## src/source/blend_pkg.sv

```systemverilog
`default_nettype none

package blend_pkg;

// field and datapath widths
localparam int NIBBLE_W         = 4;    // one argb field
localparam int CHANNEL_W        = 8;    // expanded channel or alpha
localparam int PRODUCT_W        = 16;   // channel times alpha

// the blend keeps product bits 15..9, so 7 bits per side
localparam int PRODUCT_KEEP_LSB = 9;    // lowest product bit kept

// flag bits in colour A, above the channel fields
localparam int A_OPAQUE_BIT     = 15;   // forces alpha_a to full
localparam int A_HIDE_B_BIT     = 14;   // forces alpha_b to zero

// plain vectors
typedef logic [NIBBLE_W-1:0]   nibble_t;    // one 4 bit field
typedef logic [CHANNEL_W-1:0]  channel_t;   // 8 bit channel or alpha
typedef logic [4*NIBBLE_W-1:0] argb_t;      // alpha in [15:12], r g b below
typedef logic [3*NIBBLE_W-1:0] rgb_t;       // 12 bit output colour
typedef logic [CHANNEL_W-1:0]  sum_t;       // top bit flags overflow

// alpha constants
localparam channel_t ALPHA_FULL = 8'hFF;    // colour at full weight
localparam channel_t ALPHA_NONE = 8'h00;    // colour dropped

// sync and display enable, kept together through the delay line
typedef struct packed {
    logic       vsync;                      // vertical sync
    logic       hsync;                      // horizontal sync
    logic       de;                         // display enable
} video_timing_t;

// one colour after nibble expansion
typedef struct packed {
    channel_t   r;                          // red
    channel_t   g;                          // green
    channel_t   b;                          // blue
} rgb_channels_t;

// everything the multiply stage needs for one pixel
typedef struct packed {
    rgb_channels_t  color_a;                // colour A channels
    rgb_channels_t  color_b;                // colour B channels
    channel_t       alpha_a;                // weight for A
    channel_t       alpha_b;                // weight for B
} blend_operands_t;

// per channel sums of the two weighted colours
typedef struct packed {
    sum_t       r;                          // red sum
    sum_t       g;                          // green sum
    sum_t       b;                          // blue sum
} blend_sums_t;

endpackage

`default_nettype wire
```

## src/source/video_blend.sv

```systemverilog
`default_nettype none
`timescale 1ns/10ps

// two layer alpha blend for the video output path
// colour words trail their timing by one clock from the palette RAM
module video_blend
    import blend_pkg::*;
(
    input  wire logic               clk,            // pixel clock
    input  wire logic               rst_i,          // sync reset, active high
    input  wire video_timing_t      timing_i,       // vsync hsync de
    input  wire argb_t              color_a_i,      // colour A, one clock late
    input  wire argb_t              color_b_i,      // colour B, one clock late
    output      video_timing_t      timing_o,       // delayed timing
    output      rgb_t               blend_rgb_o     // blended colour
);

blend_operands_t    operands;                       // unpack to mac
blend_sums_t        sums;                           // mac to output

// nibble expand and alpha select
pixel_unpack u_unpack (
    .clk        (clk),
    .rst_i      (rst_i),
    .color_a_i  (color_a_i),
    .color_b_i  (color_b_i),
    .operands_o (operands)
);

// weight and add
blend_mac u_mac (
    .clk        (clk),
    .rst_i      (rst_i),
    .operands_i (operands),
    .sums_o     (sums)
);

// delay timing, clamp, blank
pixel_out u_out (
    .clk        (clk),
    .rst_i      (rst_i),
    .timing_i   (timing_i),                         // bypasses the colour stages
    .sums_i     (sums),
    .timing_o   (timing_o),
    .blend_rgb_o(blend_rgb_o)
);

endmodule

`default_nettype wire

```

## src/source/pixel_out.sv

```systemverilog
`default_nettype none
`timescale 1ns/10ps

// output side, timing delay line plus saturate and blank
module pixel_out
    import blend_pkg::*;
(
    input  wire logic               clk,            // pixel clock
    input  wire logic               rst_i,          // sync reset, active high
    input  wire video_timing_t      timing_i,       // raw timing from the top
    input  wire blend_sums_t        sums_i,         // sums from blend_mac
    output      video_timing_t      timing_o,       // timing aligned with colour
    output      rgb_t               blend_rgb_o     // final 12 bit colour
);

// clamp an 8 bit sum to one output nibble
function automatic nibble_t saturate(input sum_t s);
    nibble_t n;                                     // clamped channel
    if (s[CHANNEL_W-1]) begin
        n = {NIBBLE_W{1'b1}};                       // overflow reads F
    end else begin
        n = s[CHANNEL_W-2 -: NIBBLE_W];             // bits 6..3
    end
    return n;
endfunction

video_timing_t  timing_s;                           // sampled with the pixel's timing
video_timing_t  timing_d1;                          // waits for the palette colour
video_timing_t  timing_d2;                          // sits beside the sums, de blanks
rgb_t           rgb_next;                           // colour before the output register

// black outside the active area, else clamp each channel
always_comb begin
    if (timing_d2.de) begin
        rgb_next = {saturate(sums_i.r),
                    saturate(sums_i.g),
                    saturate(sums_i.b)};
    end else begin
        rgb_next = '0;                              // blanking
    end
end

// timing walks four registers, colour joins it on the last one
always_ff @(posedge clk) begin
    if (rst_i) begin
        timing_s    <= '0;                          // syncs and de inactive
        timing_d1   <= '0;
        timing_d2   <= '0;
        timing_o    <= '0;
        blend_rgb_o <= '0;                          // black until data arrives
    end else begin
        timing_s    <= timing_i;                    // same edge as timing sample
        timing_d1   <= timing_s;                    // colour regs load now
        timing_d2   <= timing_d1;                   // sums load now
        timing_o    <= timing_d2;                   // leaves with blend_rgb_o
        blend_rgb_o <= rgb_next;
    end
end

endmodule

`default_nettype wire

```

## src/source/blend_mac.sv

```systemverilog
`default_nettype none
`timescale 1ns/10ps

// weight both colours and add them per channel
module blend_mac
    import blend_pkg::*;
(
    input  wire logic               clk,            // pixel clock
    input  wire logic               rst_i,          // sync reset, active high
    input  wire blend_operands_t    operands_i,     // channels and alphas
    output      blend_sums_t        sums_o          // registered per channel sums
);

// A*alpha_a + B*alpha_b on the top 7 bits of each product
function automatic sum_t weigh_add(
    input channel_t ch_a,
    input channel_t al_a,
    input channel_t ch_b,
    input channel_t al_b
);
    logic [PRODUCT_W-1:0] prod_a;                   // 8x8 unsigned product for A
    logic [PRODUCT_W-1:0] prod_b;                   // 8x8 unsigned product for B
    prod_a = PRODUCT_W'(ch_a) * PRODUCT_W'(al_a);
    prod_b = PRODUCT_W'(ch_b) * PRODUCT_W'(al_b);
    // each half is at most 127, so bit 7 of the sum is the overflow
    return sum_t'(prod_a[PRODUCT_W-1:PRODUCT_KEEP_LSB])
         + sum_t'(prod_b[PRODUCT_W-1:PRODUCT_KEEP_LSB]);
endfunction

blend_sums_t    sums_next;                          // unregistered sums

always_comb begin
    sums_next.r = weigh_add(operands_i.color_a.r, operands_i.alpha_a,
                            operands_i.color_b.r, operands_i.alpha_b);   // red
    sums_next.g = weigh_add(operands_i.color_a.g, operands_i.alpha_a,
                            operands_i.color_b.g, operands_i.alpha_b);   // green
    sums_next.b = weigh_add(operands_i.color_a.b, operands_i.alpha_a,
                            operands_i.color_b.b, operands_i.alpha_b);   // blue
end

// one register after the multipliers, second colour stage
always_ff @(posedge clk) begin
    if (rst_i) begin
        sums_o  <= '0;                              // zero sums out of reset
    end else begin
        sums_o  <= sums_next;
    end
end

endmodule

`default_nettype wire

```

## src/source/pixel_unpack.sv

```systemverilog
`default_nettype none
`timescale 1ns/10ps

// input stage of the blend pipe
// colours come from the palette RAM, so they trail their timing by one clock
module pixel_unpack
    import blend_pkg::*;
(
    input  wire logic               clk,            // pixel clock
    input  wire logic               rst_i,          // sync reset, active high
    input  wire argb_t              color_a_i,      // colour A word
    input  wire argb_t              color_b_i,      // colour B word
    output      blend_operands_t    operands_o      // registered channels and alphas
);

// repeat the nibble so F maps to FF and 0 to 00
function automatic channel_t expand(input nibble_t n);
    return {n, n};                                  // 0xN becomes 0xNN
endfunction

nibble_t            a_r;                            // colour A red field
nibble_t            a_g;                            // colour A green field
nibble_t            a_b;                            // colour A blue field
nibble_t            b_r;                            // colour B red field
nibble_t            b_g;                            // colour B green field
nibble_t            b_b;                            // colour B blue field
nibble_t            b_alpha;                        // colour B alpha field
logic               a_opaque;                       // A bit 15
logic               a_hide_b;                       // A bit 14
blend_operands_t    operands_next;                  // next operand word

// field split, alpha on top then r g b
assign a_r      = color_a_i[2*NIBBLE_W +: NIBBLE_W];
assign a_g      = color_a_i[1*NIBBLE_W +: NIBBLE_W];
assign a_b      = color_a_i[0*NIBBLE_W +: NIBBLE_W];
assign b_r      = color_b_i[2*NIBBLE_W +: NIBBLE_W];
assign b_g      = color_b_i[1*NIBBLE_W +: NIBBLE_W];
assign b_b      = color_b_i[0*NIBBLE_W +: NIBBLE_W];
assign b_alpha  = color_b_i[3*NIBBLE_W +: NIBBLE_W];   // only B alpha drives the weights
assign a_opaque = color_a_i[A_OPAQUE_BIT];
assign a_hide_b = color_a_i[A_HIDE_B_BIT];

always_comb begin
    operands_next.color_a.r = expand(a_r);          // A channels
    operands_next.color_a.g = expand(a_g);
    operands_next.color_a.b = expand(a_b);

    operands_next.color_b.r = expand(b_r);          // B channels
    operands_next.color_b.g = expand(b_g);
    operands_next.color_b.b = expand(b_b);

    // A weight is the complement of B alpha unless A is opaque
    if (a_opaque) begin
        operands_next.alpha_a = ALPHA_FULL;         // A at full weight
    end else begin
        operands_next.alpha_a = expand(~b_alpha);   // 1 minus B alpha
    end

    // B weight is its own alpha unless A hides it
    if (a_hide_b) begin
        operands_next.alpha_b = ALPHA_NONE;         // B drops out
    end else begin
        operands_next.alpha_b = expand(b_alpha);
    end
end

// colours land here one edge after their timing was sampled
always_ff @(posedge clk) begin
    if (rst_i) begin
        operands_o  <= '0;                          // black, zero weights
    end else begin
        operands_o  <= operands_next;
    end
end

endmodule

`default_nettype wire

```

## config.mk

```make
export PLATFORM = sky130hd
export DESIGN_NAME = video_blend
export DESIGN_NICKNAME = d
export VERILOG_FILES = /design/src/source/blend_pkg.sv /design/src/source/video_blend.sv /design/src/source/pixel_out.sv /design/src/source/blend_mac.sv /design/src/source/pixel_unpack.sv
export SDC_FILE = /design/constraint.sdc
export NUM_CORES = 1
export LEC_CHECK = 0
export ABC_CLOCK_PERIOD_IN_PS = 5700
export BUFFER_PORTS_ARGS = -buffer_cell sky130_fd_sc_hd__buf_4
export CORE_AREA = 2 2 157 159
export CTS_CLUSTER_DIAMETER = 80
export DETAILED_ROUTE_END_ITERATION = 8
export DIE_AREA = 0 0 159 161
export PLACE_DENSITY = 0.69
export SETUP_SLACK_MARGIN = 0.4
export SLEW_MARGIN = 20
export SYNTH_ARGS = -nofsm -noshare
export SYNTH_HDL_FRONTEND = slang
export SYNTH_SLANG_ARGS = --single-unit
```

## constraint.sdc

```tcl
create_clock -name clk -period 5.7 [get_ports clk]
set_clock_uncertainty 0.1 [all_clocks]
set_input_delay 0.285 -clock clk [delete_from_list [all_inputs] [get_ports clk]]
set_output_delay 0.285 -clock clk [all_outputs]
set_load 0.005 [all_outputs]
```

==> results.cfg <==
[outcome]
status = complete, no violations

[power]
intPower_mw = 1.26
pwr-share-seq_pct = 26.7
power.leakage_nw = 8.20
ir_drop_mv = 0.118
power_density_mw_per_mm2 = 138
p_sw_mw = 0.780
combPwrFrac_pct = 45.6
p_clk_share_pct = 27.7
total_power_mw = 2.04
swShare_pct = 38.2

[layout]
syn_to_final_growth_pct = 24.7
drive_gt1_share_pct = 24.6
utilization_pct = 61.6
diodes = 0
nets = 1933

[die]
floorplan.rows = 57
core-area_mm2 = 0.0240
die_width_um = 159
die_area_mm2 = 0.0256
start_util_pct = 49.4
io_pins = 52
die_y_um = 161

[logic_synthesis]
yosysSeqAreaShare_pct = 12.0
syn_nets = 1763
syn_inst = 1335
syn_area_mm2 = 0.0118
synth-edff-count = 0
ys_seq_elements = 71
synth_warnings = 0
ys_types = 58
synth_ff_type = dfxtp_1
ys_async_sr_fraction_pct = 0
synth_area_per_cell_um2 = 8.87

[detailed_routing]
drc = 0
drt_iter0_drc = 360
first_pass_iters = 5
num_vias = 9091
via_per_inst = 4.96
wire_per_inst_um = 14.3
wirelength_um = 26200
ant_nets = 0

[grt]
grt_max_degree = 60
grt.total_usage_pct = 21.2
overflow = 0
grt-busiest-layer = met2
use_met3_pct = 2.82
grtUsageMet2_pct = 38.8
grt_pass1_vias = 9561
grt_use_met1_pct = 26.3
antenna_found_initial = 0
grt_pass1_wl_um = 44200

[setup_path]
cp_max_fo = 4
arrival_ns = 5.84
cp_slowest_stage_delay_ns = 0.56
cpMaxStageDelayCell = fa_1
crit_type = reg -> reg
crit_path_end_kind = flop
cp-start-kind = flop
cp_common_cell = buf_6
required_ns = 5.85

[place]
hpwl_um = 21100
place.gp.congestion = 0.885
io_buffer_count = 49

[flow_run]
maxCapViolCount = 0

[cts]
clkLatencyLatePin_ns = 0.36
clockRootBuffer = clkbuf_16
cts_tree = done
htreeDepth = 3
cts_made_buffers = 9
cts_buffer_depth = 2
clock-sinks = 71
clk_pin_slew_ns = 0.07
cts_hold_buf = 0

[sta]
max_freq_mhz = 176
finalCriticalPeriod_ns = 5.69
rsz0062_at_grt = true
finalCritPeriodShare_pct = 99.9
slew_headroom_pct = 54.1
slew_violations = 0
hold_ws_ns = 0.0159
tightestPinTransition_ns = 0.689
hold_viol = 0
setup_viol = 0

[worst_hold_path]
hp-class = in -> reg
-- power groups by stage --
| stage | sequential, mW | clock (mW) | combinational, mW |
|---|---|---|---|
| after floorplan | 0.545 | 0 | 0.561 |
| after global placement | 0.555 | 0 | 0.752 |
| after detailed placement | 0.555 | 0 | 0.776 |
| after CTS | 0.543 | 0.582 | 0.862 |
| after global routing | 0.546 | 0.599 | 1.06 |
| final | 0.544 | 0.565 | 0.930 |
-- synthesized netlist by cell type (6+ instances only) --
cell type / instances / area (um^2)
nand2_1: 80 / 300
a31oi_1: 13 / 81.3
clkbuf_1: 13 / 48.8
o21bai_1: 11 / 82.6
nor2_1: 80 / 300
a31o_2: 9 / 78.8
nor3_1: 14 / 70.1
xnor2_1: 37 / 324
fa_1: 152 / 3040
ha_1: 239 / 2990
dfxtp_1: 71 / 1420
a21o_1: 12 / 90.1
and3_1: 7 / 43.8
a21oi_1: 41 / 205
o21ai_0: 9 / 45.0
o21a_1: 10 / 75.1
or2_2: 8 / 50.1
nor2b_1: 41 / 257
nand4_1: 6 / 37.5
nand3_1: 10 / 50.1
inv_1: 360 / 1350
xor2_1: 32 / 280
and2_1: 27 / 169
-- logic make-up after synthesis --
kind of cell               after synthesis  synth area share [%]
adders and majority gates              391                  51.0
buffers and inverters                  376                  11.9
muxes                                    3                 0.306
and+or+nand+nor                        291                  12.0
xor gates and xnor gates                69                  5.10
AOI/OAI and AO/OA                      134                  7.69
DFF                                     71                  12.0
-- sequential cells by signal, summed over array words and instances, names as in the netlist --
name	count
u_mac.sums_o	15
u_out.blend_rgb_o	12
u_out.timing_d1	3
u_out.timing_d2	3
u_out.timing_o	3
u_out.timing_s	3
u_unpack.operands_o	32
-- cell type report --
type | count | area (um^2)
clock buffers | 9 | 225
inverters | 361 | 1360
flip-flops and latches | 71 | 1450
fillers | 2029 | 9190
multi-input cells | 888 | 9860
clock inverters | 7 | 61.3
repair buffers | 174 | 1410
well taps | 324 | 405
-- critical path: cells and delay by family, from the launching register on --
kind / cells / cell delay, ns
AOI/OAI and AO/OA: 5 / 0.92
muxes: 1 / 0.34
xor gates and xnor gates: 2 / 0.31
adders and majority gates: 6 / 2.47
buffers and inverters: 7 / 0.58
and+or+nand+nor: 4 / 0.50
DFF: 1 / 0.36
-- cells in the final DEF, fill, tap and decap left out, types with 5 or more instances in the layout --
master / count
o21bai_1: 10
buf_6: 12
nor3_1: 10
ha_1: 217
clkbuf_16: 9
xnor2_2: 8
nand2_2: 9
a21oi_2: 17
and2_1: 21
ha_2: 5
nor2b_1: 40
nand2_1: 66
a21oi_1: 21
xnor2_1: 26
dfxtp_1: 59
xor2_1: 30
nor2_2: 10
a31o_2: 9
o21a_1: 9
dfxtp_4: 7
nor2_1: 66
and2_4: 8
fa_1: 152
nand4_1: 6
ha_4: 17
o21ai_0: 5
inv_2: 25
nand3_1: 8
or2_2: 6
inv_1: 336
a21o_1: 12
buf_4: 157
a31oi_1: 12
dfxtp_2: 5
-- per-layer routing --
metal	up-vias	part of all wire, %
met3	36	3.3
li1	4502	-
met1	4407	43
met5	-	0
met4	0	2.0
met2	146	51
-- worst paths after layout --
path | cells past startpoint | startpoint | slack, ns | endpoint
min | 2 | color_b_i[13] | 0.02 | u_unpack.operands_o[13]$_SDFF_PP0_
max reg2reg | 25 | u_unpack.operands_o[3]$_SDFF_PP0_ | 0.007 | u_mac.sums_o[5]$_SDFF_PP0_
max | 25 | u_unpack.operands_o[3]$_SDFF_PP0_ | 0.007 | u_mac.sums_o[5]$_SDFF_PP0_
min reg2reg | 1 | u_out.timing_d1[2]$_SDFF_PP0_ | 0.33 | u_out.timing_d2[2]$_SDFF_PP0_
-- repair_timing --
action,CTS,global route
hold endpoints to repair,0,0
setup endpoints to repair,15,15
pin swaps,57,69
resized for setup,97,91
buffers inserted,24,16
cloned,1,0
-- stage by stage --
stage,TNS (ns),instance area [um^2],instances,setup slack (ns)
finish,0,14800,1834,0.00670
global route,-1.31,14800,1834,-0.205
CTS,0,14200,1818,0.0431
detailed placement,-0.632,13300,1777,-0.148
global placement,-0.0855,13300,1777,-0.0642
floorplan,0,12000,1335,0.0700
No activity file was read; power rests on OpenSTA's default activity.
